File: config.mk
export PLATFORM = sky130hd
export DESIGN_NAME = huff_codebook_top
export DESIGN_NICKNAME = d
export VERILOG_FILES = /design/src/common/huff_pkg.sv /design/src/htree_mem.sv /design/src/codebook/cb_walker.sv /design/src/codebook/code_writer.sv /design/src/huff_codebook_top.sv
export SDC_FILE = /design/constraint.sdc
export NUM_CORES = 2
export LEC_CHECK = 0
export ABC_AREA = 0
export BUFFER_PORTS_ARGS = -buffer_cell sky130_fd_sc_hd__buf_2
export CORE_UTILIZATION = 57
export DETAILED_ROUTE_END_ITERATION = 12
export PLACE_DENSITY = 0.76
export SLEW_MARGIN = 20
export SYNTH_ARGS = -nofsm -noshare
export SYNTH_HDL_FRONTEND = slang
export SYNTH_SLANG_ARGS = --single-unit
export TNS_END_PERCENT = 5
File: constraint.sdc
create_clock -name clk -period 10.86 [get_ports clk]
set_clock_uncertainty 0.15 [all_clocks]
set_input_delay 1.629 -clock clk [delete_from_list [all_inputs] [get_ports clk]]
set_output_delay 1.629 -clock clk [all_outputs]
set_load 0.03 [all_outputs]
File: src/common/huff_pkg.sv
/* shared types for the codebook generator; codes are at most 127 moves long
   null_child marks an empty slot and only shows up in a one-symbol tree */

package huff_pkg;

    localparam int sym_w  = 8;              // symbol width
    localparam int idx_w  = 7;              // node index width
    localparam int len_w  = 7;              // code length width
    localparam int path_w = 128;            // max code length + guard bit
    localparam int hdr_w  = sym_w + len_w;  // symbol + length field bits per entry

    // one slot of a tree node
    typedef struct packed {
        logic             is_sum;  // 1 = internal node, 0 = leaf symbol
        logic [sym_w-1:0] value;   // symbol, or node index in the low idx_w bits
    } child_t;

    // empty slot, sum flag with an index that can never be valid
    localparam child_t null_child = '{is_sum: 1'b1, value: 8'h80};

    typedef struct packed {
        child_t left;   // move 0
        child_t right;  // move 1
    } node_t;

    // one codebook entry, code right-aligned with the first move as its msb
    typedef struct packed {
        logic [sym_w-1:0]  sym;   // leaf symbol
        logic [len_w-1:0]  len;   // number of valid code bits
        logic [path_w-2:0] bits;  // code in bits[len-1:0]
    } code_entry_t;

    // walker FSM
    typedef enum logic [2:0] {
        init,       // idle after reset, waits for start
        left,       // fetch node, take left slot
        right,      // fetch node, take right slot
        send,       // entry handed off, wait for writer
        backtrack,  // pop moves until a left one is found
        track,      // re-fetch from the root along the saved path
        finish      // walk done, waits for the next start
    } cb_state_e;

endpackage

File: src/htree_mem.sv
/* node store for the tree, loaded through a plain write port
   reads are registered: rd_node/rd_valid follow rd_req by one cycle
   indices at or past node_count read back as two null children */

`timescale 1ns/10ps

module htree_mem #(
    parameter int node_count = 128
) (
    input  logic                      clk,
    input  logic                      rst,
    input  logic                      load_en,
    input  logic [huff_pkg::idx_w-1:0] load_index,
    input  huff_pkg::node_t           load_node,
    input  logic                      rd_req,
    input  logic [huff_pkg::idx_w-1:0] rd_index,
    output logic                      rd_valid,
    output huff_pkg::node_t           rd_node
);

    huff_pkg::node_t mem [node_count];  // node array, no reset

    always_ff @(posedge clk) begin
        if (load_en && (int'(load_index) < node_count)) begin
            mem[load_index] <= load_node;  // loading port
        end
        if (rd_req) begin
            if (int'(rd_index) < node_count) begin
                rd_node <= mem[rd_index];
            end else begin
                rd_node <= '{left: huff_pkg::null_child, right: huff_pkg::null_child};
            end
        end  // rd_node holds until the next read
    end

    always_ff @(posedge clk or posedge rst) begin
        if (rst) begin
            rd_valid <= 1'b0;
        end else begin
            rd_valid <= rd_req;  // one-cycle read latency
        end
    end

endmodule

File: src/codebook/cb_walker.sv
/* depth-first codebook walker, left before right, one code in flight at a time
   start is only honoured in init or finish; every node fetch is a 2-cycle read
   no parent pointers, so backtracking re-walks the saved path from the root */

`timescale 1ns/10ps

module cb_walker (
    input  logic                       clk,
    input  logic                       rst,
    input  logic                       start,
    input  logic [huff_pkg::idx_w-1:0] root_index,
    input  logic                       rd_valid,
    input  huff_pkg::node_t            rd_node,
    input  logic                       write_done,
    output logic                       rd_req,
    output logic [huff_pkg::idx_w-1:0] rd_index,
    output logic                       code_found,
    output huff_pkg::code_entry_t      code,
    output logic                       done
);

    localparam logic [huff_pkg::path_w-2:0] bit_one = 1;  // lsb set, shifted to the guard

    huff_pkg::cb_state_e          state, state_n;
    logic [huff_pkg::path_w-1:0]  path, path_n;            // moves, guard 1 above the oldest
    logic [huff_pkg::len_w-1:0]   track_len, track_len_n;  // moves currently on the path
    logic [huff_pkg::len_w-1:0]   pos, pos_n;              // re-track step
    logic [huff_pkg::idx_w-1:0]   cur_index, cur_index_n;  // node to fetch next
    logic [huff_pkg::idx_w-1:0]   root, root_n;            // root of the current tree
    logic                         pending;                 // read issued, data not back yet

    logic                         move;      // 0 left, 1 right
    huff_pkg::child_t             child;     // slot picked from rd_node
    logic [huff_pkg::path_w-1:0]  path_push;
    logic [huff_pkg::len_w-1:0]   len_push;
    logic [huff_pkg::len_w-1:0]   trk_bit;   // path bit of the re-track step

    assign rd_req   = !pending && ((state == huff_pkg::left) || (state == huff_pkg::right) ||
                                   (state == huff_pkg::track));
    assign rd_index = cur_index;
    assign done     = (state == huff_pkg::finish);  // cleared as start leaves finish

    // the move taken out of the fetched node
    assign trk_bit   = track_len - 7'd1 - pos;  // oldest saved move first
    assign move      = (state == huff_pkg::track) ? path[trk_bit] : (state == huff_pkg::right);
    assign child     = move ? rd_node.right : rd_node.left;
    assign path_push = {path[huff_pkg::path_w-2:0], move};
    assign len_push  = track_len + 7'd1;

    // entry for a leaf slot, guard bit xor'ed out of the pushed path
    assign code.sym  = child.value;
    assign code.len  = len_push;
    assign code.bits = path_push[huff_pkg::path_w-2:0] ^ (bit_one << len_push);

    always_comb begin
        state_n     = state;
        path_n      = path;
        track_len_n = track_len;
        pos_n       = pos;
        cur_index_n = cur_index;
        root_n      = root;
        code_found  = 1'b0;
        case (state)
            huff_pkg::init, huff_pkg::finish: begin
                if (start) begin
                    root_n      = root_index;
                    cur_index_n = root_index;
                    path_n      = 1;      // guard only, empty path
                    track_len_n = '0;
                    state_n     = huff_pkg::left;
                end
            end
            huff_pkg::left, huff_pkg::right: begin
                if (pending && rd_valid) begin
                    if (child == huff_pkg::null_child) begin
                        state_n = huff_pkg::finish;  // one-symbol tree, nothing to emit
                    end else begin
                        path_n      = path_push;
                        track_len_n = len_push;
                        if (child.is_sum) begin
                            cur_index_n = child.value[huff_pkg::idx_w-1:0];  // descend
                            state_n     = huff_pkg::left;
                        end else begin
                            code_found = 1'b1;  // leaf, hand entry to writer
                            state_n    = huff_pkg::send;
                        end
                    end
                end
            end
            huff_pkg::send: begin
                if (write_done) begin
                    state_n = huff_pkg::backtrack;
                end
            end
            huff_pkg::backtrack: begin
                if (track_len == '0) begin
                    state_n = huff_pkg::finish;  // both sides of the root are done
                end else begin
                    path_n      = path >> 1;  // pop one move per cycle
                    track_len_n = track_len - 7'd1;
                    if (!path[0]) begin
                        // left move popped, next try its right sibling
                        cur_index_n = root;
                        pos_n       = '0;
                        state_n     = (track_len == 7'd1) ? huff_pkg::right : huff_pkg::track;
                    end
                end
            end
            huff_pkg::track: begin
                if (pending && rd_valid) begin
                    cur_index_n = child.value[huff_pkg::idx_w-1:0];  // always a sum on the path
                    pos_n       = pos + 7'd1;
                    if (pos + 7'd1 == track_len) begin
                        state_n = huff_pkg::right;  // parent reached
                    end
                end
            end
            default: begin
                state_n = huff_pkg::init;
            end
        endcase
    end

    always_ff @(posedge clk or posedge rst) begin
        if (rst) begin
            state     <= huff_pkg::init;
            path      <= 1;
            track_len <= '0;
            pos       <= '0;
            cur_index <= '0;
            root      <= '0;
            pending   <= 1'b0;
        end else begin
            state     <= state_n;
            path      <= path_n;
            track_len <= track_len_n;
            pos       <= pos_n;
            cur_index <= cur_index_n;
            root      <= root_n;
            if (rd_req) begin
                pending <= 1'b1;
            end else if (rd_valid) begin
                pending <= 1'b0;
            end
        end
    end

endmodule

File: src/codebook/code_writer.sv
/* serializes one codebook entry: symbol, then length, then code, each msb first
   a new code_found while busy is not expected; the serial output has no stall */

`timescale 1ns/10ps

module code_writer (
    input  logic                  clk,
    input  logic                  rst,
    input  logic                  code_found,
    input  huff_pkg::code_entry_t code,
    output logic                  bit_valid,
    output logic                  bit_data,
    output logic                  sym_start,
    output logic                  write_done
);

    huff_pkg::code_entry_t entry;     // latched entry, payload only
    logic                  busy;      // serializing
    logic [7:0]            slot;      // bit slot, 0 .. 14+len
    logic [7:0]            last_slot;
    logic [7:0]            code_pos;  // index into entry.bits

    assign last_slot = 8'(entry.len) + 8'(huff_pkg::hdr_w - 1);
    assign code_pos  = last_slot - slot;  // first move comes out first

    always_comb begin
        if (slot < 8'(huff_pkg::sym_w)) begin
            bit_data = entry.sym[huff_pkg::sym_w - 1 - int'(slot)];
        end else if (slot < 8'(huff_pkg::hdr_w)) begin
            bit_data = entry.len[huff_pkg::hdr_w - 1 - int'(slot)];
        end else begin
            bit_data = entry.bits[code_pos[huff_pkg::len_w-1:0]];
        end
    end

    assign bit_valid  = busy;
    assign sym_start  = busy && (slot == 8'd0);
    assign write_done = busy && (slot == last_slot);  // 15+len cycles after code_found

    always_ff @(posedge clk) begin
        if (code_found) begin
            entry <= code;  // only valid in the strobe cycle
        end
    end

    always_ff @(posedge clk or posedge rst) begin
        if (rst) begin
            busy <= 1'b0;
            slot <= '0;
        end else if (code_found) begin
            busy <= 1'b1;
            slot <= '0;
        end else if (busy) begin
            if (slot == last_slot) begin
                busy <= 1'b0;
            end
            slot <= slot + 8'd1;
        end
    end

endmodule

File: src/huff_codebook_top.sv
/* codebook generator: node memory -> walker -> serial writer
   load the tree before start; serial output must be taken every cycle */

`timescale 1ns/10ps

module huff_codebook_top #(
    parameter int node_count = 128
) (
    input  logic                       clk,
    input  logic                       rst,
    input  logic                       load_en,
    input  logic [huff_pkg::idx_w-1:0] load_index,
    input  huff_pkg::node_t            load_node,
    input  logic                       start,
    input  logic [huff_pkg::idx_w-1:0] root_index,
    output logic                       bit_valid,
    output logic                       bit_data,
    output logic                       sym_start,
    output logic                       done
);

    logic                       rd_req, rd_valid;
    logic [huff_pkg::idx_w-1:0] rd_index;
    huff_pkg::node_t            rd_node;
    logic                       code_found, write_done;
    huff_pkg::code_entry_t      code;

    htree_mem #(.node_count(node_count)) i_mem (
        .clk(clk), .rst(rst),
        .load_en(load_en), .load_index(load_index), .load_node(load_node),
        .rd_req(rd_req), .rd_index(rd_index), .rd_valid(rd_valid), .rd_node(rd_node)
    );

    cb_walker i_walker (
        .clk(clk), .rst(rst), .start(start), .root_index(root_index),
        .rd_valid(rd_valid), .rd_node(rd_node), .write_done(write_done),
        .rd_req(rd_req), .rd_index(rd_index),
        .code_found(code_found), .code(code), .done(done)
    );

    code_writer i_writer (
        .clk(clk), .rst(rst), .code_found(code_found), .code(code),
        .bit_valid(bit_valid), .bit_data(bit_data),
        .sym_start(sym_start), .write_done(write_done)
    );

endmodule

After elaboration in Yosys (flattened, before gate mapping)
Memories as Yosys holds them, arrays and structs flattened. A register that Yosys moved wholly into a read port is not among the register bits.
Index checks and enable logic that the tools add are counted.
Storage, ports and cells
  flip-flop bits (word level): 312
  RAM bits: 2304
  bits of input ports: 36
  output and inout bits: 4
  memories kept: 1
Cells by class
  add/sub/neg operators: 9
  magnitude comparators: 6
  eq/ne operators: 20
  shifts and indexed selects: 1
  muxes and demuxes: 60
  bitwise logic cells: 1
  reduce and logical (&&, ||, !) cells: 22
Memories
  i_mem.mem: depth 128, bits a word 18, read ports 1, clocked after Yosys merged registers in 1, write ports 1, line htree_mem.sv:21  | huff_pkg::node_t mem [node_count];
Operators with widths (number)
  $mux 128: 4
  $pmux 128 s3: 1
  $shl 1x7->127 const A: 1
  $xor 127x127->127: 1
  $mux 7: 14
  $lt 32x5->1 const B: 2
  $pmux 7 s4: 1
  $mux 3: 9
  $pmux 7 s3: 1
  $mux 1: 20
  $lt 7x8->1 const B: 2
  $lt 8x4->1 const B: 2
  $mux 8: 2
  $pmux 3 s5: 1
  $add 7x1->7 const B: 2
  $bmux 1 s7: 2
  $pmux 7 s2: 1
  $sub 7x7->7: 2
  $ne 2x2->1 const B: 6
  $eq 3x3->1 const B: 3
  $eq 9x9->1 const B: 1
  $mux 9: 1
  $sub 3x8->9 const A: 1
  $sub 4x8->9 const A: 1
  other kinds (27): 38

Depth between registers and ports, before layout
  depth after elaboration: 11
  gate-level depth with buffers: 19
  mapped depth without buffers: 16

Hierarchy
Synthesis repeated with hierarchy kept, for this count alone.
Unflattened totals
  cells, all modules: 5075
  area, all modules: 106274.4 um^2
By module, submodules not included
  htree_mem: instances 1, cells an instance 3451, area an instance 88471.1 um^2
  cb_walker: instances 1, cells an instance 1302, area an instance 11467.2 um^2
  code_writer: instances 1, cells an instance 322, area an instance 6336.1 um^2

Worst setup path before layout
Ideal clock, no wire load.
  path kind: reg2reg
  from: register i_walker.track_len[0] (netlist bit)
  to: register i_writer.entry[0] (netlist bit), enable pin
  arrival time: 9446 ps
  data required time: 10051 ps
  setup slack: 605 ps
  stages on the path, launching flop included: 15
  path through: dfrtp_1 > inv_1 > ha_1 > inv_1 > fa_1 > buf_2 > buf_4 > buf_2 > mux4_2 > mux4_2 > mux2i_1 > a311oi_1 > a22o_1 > a21oi_1 > nor2_1
On the way
  cells in the longest elaborated chain, start to end: 10
  elaborated cells on any way between the ends: 11
RTL lines
  from (decl): line cb_walker.sv:26  | logic [huff_pkg::len_w-1:0] track_len, track_len_n;
  from (signal assigned): line cb_walker.sv:136  | track_len <= track_len_n;
  $sub 7x1->7 *: line cb_walker.sv:44  | assign trk_bit = track_len - 7'd1 - pos;
  $sub 7x7->7 *: line cb_walker.sv:44
  $bmux 1 s7 *: line cb_walker.sv:45  | assign move = (state == huff_pkg::track) ? path[trk_bit] : (state == huff_pkg::right);
  $mux 1 (not written as such) *: line cb_walker.sv:45
  $mux 1 *: line cb_walker.sv:45
  $mux 9 *: line cb_walker.sv:46  | assign child = move ? rd_node.right : rd_node.left;
  $eq 9x9->1 or $mux 1 (tied branches): line cb_walker.sv:75, cb_walker.sv:80
  $mux 1 *: line cb_walker.sv:75  | if (child == huff_pkg::null_child) begin
  $mux 1 *: line cb_walker.sv:74  | if (pending && rd_valid) begin
  $mux 1 *: line cb_walker.sv:63  | case (state)
  named net code_found: line huff_codebook_top.sv:25  | logic code_found, write_done;
  to (signal assigned): line code_writer.sv:42  | entry <= code;
  to (decl): line code_writer.sv:17  | huff_pkg::code_entry_t entry;
Mark *: on every way through the listed nets, which the timed path passes. The rest lies on a longest branch. The select of a mux whose other input is x is not followed.
A chain may end at the register's enable or synchronous reset.

Worst setup path after layout
  from: register i_writer.slot[0]
  to: output bit_data
On the way
  cells in the longest elaborated chain, start to end: 6
  elaborated cells on any way between the ends: 15
RTL lines
  from (decl): line code_writer.sv:19  | logic [7:0] slot;
  from (signal assigned): line code_writer.sv:57  | slot <= slot + 8'd1;
  parallel branches: the longest is 5 deep, another holds $sub 7x7->7
  $mux 1 *: line code_writer.sv:27  | if (slot < 8'(huff_pkg::sym_w)) begin
  to (decl): line huff_codebook_top.sv:17  | output logic bit_data,
Mark *: on every way between the ends. The select of a mux whose other input is x is not followed.

==> out/results.ini <==
[run_status]
outcome=complete, no violations

[clocking]
cts_buffers=275
path_clk_slew_ps=60
htreeDepth=5
cts_hold_buf=0
clock_latency_ps=930
cts_root_buffer=clkbuf_16
postCtsResizedCells=0
cts_tree=done
cts_buffer_depth=4
cts_sinks=2634
cts_setup_buffers=0

[sta]
tns_ps=0
fin_crit_ps=7020
slew_violations=0
rsz0062_at_grt=no
min_period_over_period=0.647
tightest_slew_ps=1150
setup_ws_ps=3840
fmax_ghz=0.142
setup_viol=0
hold_viol_final=0
relSlewSlack=0.233

[worst_setup_path]
cp_slowest_cell=fa_2
path_max_fanout=33
setup.worst_path.end_class=primary output
cp_cell_sequence=ha_2 > fa_2 > mux4_2 > mux4_2 > mux4_2 > mux2_2 > o21ai_0 > a21oi_1 > buf_2
cp-start-kind=register
slowest_delay_ps=1180
criticalPathCategory=reg -> out
crit_arrival_ps=5240
cp_common_cell=mux4_2
cp.required_ps=9080

[die]
dieArea_um2=188000
core_um2=185000
io_pins=40
row_count=158
fp.dieW_um=434
fp.dieH_um=434
start_util=0.574

[route]
drt_iter0_drc=6994
wl_um=257000
dr.pass1.iters=7
vias=52400
wl_per_cell_um=32.9
via_per_inst=6.71
drc_errors=0
postRouteAntennaNets=0

[placed_design]
pre_cts_ws_ps=3710
place_congestion=0.840
port_buffers=39
place_hpwl_um=139000

[layout]
fillers=11700
drive_above_1_share=0.313
fin_util=0.641
layout_commonest_cell=edfxtp_1
fin_nets=5191
syn_to_final_growth_pct=11.7
layout_common_cells=edfxtp_1 (2464), mux4_2 (833), clkbuf_16 (287)

[synthesis]
synthDistinctLibCells=65
synth-main-ff-cell=edfxtp_1
synth_edf_count=2464
synthArstFlopShare=0.0645
syn_inst=4911
synth_seq_cells=2634
syn_avg_cell_area_um2=21.6
syn_area_um2=106000
ys_seq_area_frac=0.736
synth_nets=4970
synth_warnings=0

[power_and_ir_drop]
peakVddDrop_uv=228
power.density_nw_per_um2=243
leakagePower_nw=38.1

[grt]
grt_pass1_wl_um=373000
grt_max_degree=146
grt_pass1_vias=53800
antenna_found_initial=22
grt-ovfl-total=0
gr-usage-all-layers=0.279

[job]
drv_cap=0

[min_path]
worst_hold_path_type=reg -> reg

==> critical path: cells and delay by family, from the launching register on <==
| kind | cells | cell delay, ps |
|---|---|---|
| buffers and inverters | 1 | 220 |
| muxes | 4 | 1770 |
| AOI/OAI and AO/OA | 2 | 310 |
| DFF | 1 | 540 |
| adders and majority gates | 2 | 1460 |
==> final cells by class <==
class | count | area [µm²] | area share
sequential | 2634 | 78300 | 0.659
multi-input combinational | 1968 | 27100 | 0.229
clock buffer | 342 | 7400 | 0.0623
tap | 2480 | 3100 | 0.0261
timing repair buffer | 220 | 1750 | 0.0147
clock inverter | 117 | 898 | 0.00757
inverter | 33 | 129 | 0.00109
antenna | 8 | 20.0 | 0.000169
==> metrics by stage <==
| step | cells | total power, mW | area, µm² | hold WS, ps |
|---|---|---|---|---|
| finish | 7802 | 28.9 | 119000 | 358 |
| global route | 7798 | 29.7 | 119000 | 380 |
| CTS | 7794 | 29.0 | 119000 | 360 |
| detailed placement | 7335 | 20.1 | 110000 | 345 |
| global placement | 7335 | 20.0 | 110000 | 335 |
| floorplan | 4911 | 17.4 | 106000 | 325 |
==> path summary, 6_finish.rpt <==
path | cells after the start | start | slack, ps | end
min reg2reg | 1 | i_walker.root[6] | 360 | i_walker.root[6]
max reg2reg | 14 | i_walker.track_len[0] | 4080 | i_writer.entry[71]
min in group asynchronous | 2 | rst | 730 | i_walker.state[0]
min | 1 | i_walker.root[6] | 360 | i_walker.root[6]
max in group asynchronous | 3 | rst | 8370 | i_walker.path[68]
max | 9 | i_writer.slot[0] | 3840 | bit_data
==> Yosys cell counts (all sizes together) (3+ instances only) <==
cell type  count  area (µm²)
nor2b         12        75.1
edfxtp      2464       74000
nor2         263         987
mux2         176        1980
a21oi         20         100
dfrtp        169        4230
o41ai          3        26.3
a22oi          3        22.5
nor4b          3        26.3
xnor2         59         517
o21ai         34         170
a211oi         6        45.0
a22o         126        1100
xor2         108         946
or3            4        25.0
a31oi          7        43.8
clkbuf       189         709
ha            21         263
nor4           6        37.5
nand2b         8        50.1
nand4         10        62.6
nand3         31         155
a222oi         4        40.0
o22ai          9        56.3
o31ai          5        37.5
mux4         833       18800
and2          12        75.1
nor3          30         150
inv           31         116
buf           87         400
nand2        115         434
a21o           4        30.0
mux2i         21         214
==> cell families (layout without fill, tap and decap cells) <==
family          Yosys count  count (layout)  share of synthesized area
compound gates          245             245                     0.0179
xor+xnor                167             167                     0.0138
fa+ha+maj                23              23                    0.00285
buf+inv                 309             712                     0.0116
flops                  2634            2634                      0.736
mux                    1030            1030                      0.197
other cells               0               8                          0
simple gates            503             503                     0.0202
==> flip-flops by register name (all words and copies together) (netlist names) <==
register	count
i_walker.path	128
i_mem.rd_node	18
i_walker.rd_index	7
i_walker.root	7
i_walker.pos	7
i_walker.state	3
i_writer.bit_valid	1
i_walker.pending	1
i_walker.track_len	7
i_writer.entry	142
i_mem.rd_valid	1
i_writer.slot	8
i_mem.mem	2304
==> power breakdown <==
| part | internal, mW | switching [mW] |
|---|---|---|
| logic | 3.78 | 4.65 |
| registers | 11.3 | 0.269 |
| clock network | 5.12 | 3.76 |
==> per-layer routing <==
metal  up-vias  global-route usage  share of wire
li1      21000                   -              -
met1     27600               0.373           0.36
met2      3263               0.453           0.50
met3       562              0.0537           0.10
met4         8               0.116          0.043
met5         -                   0        0.00021
Power figures use the tool's default switching activity.
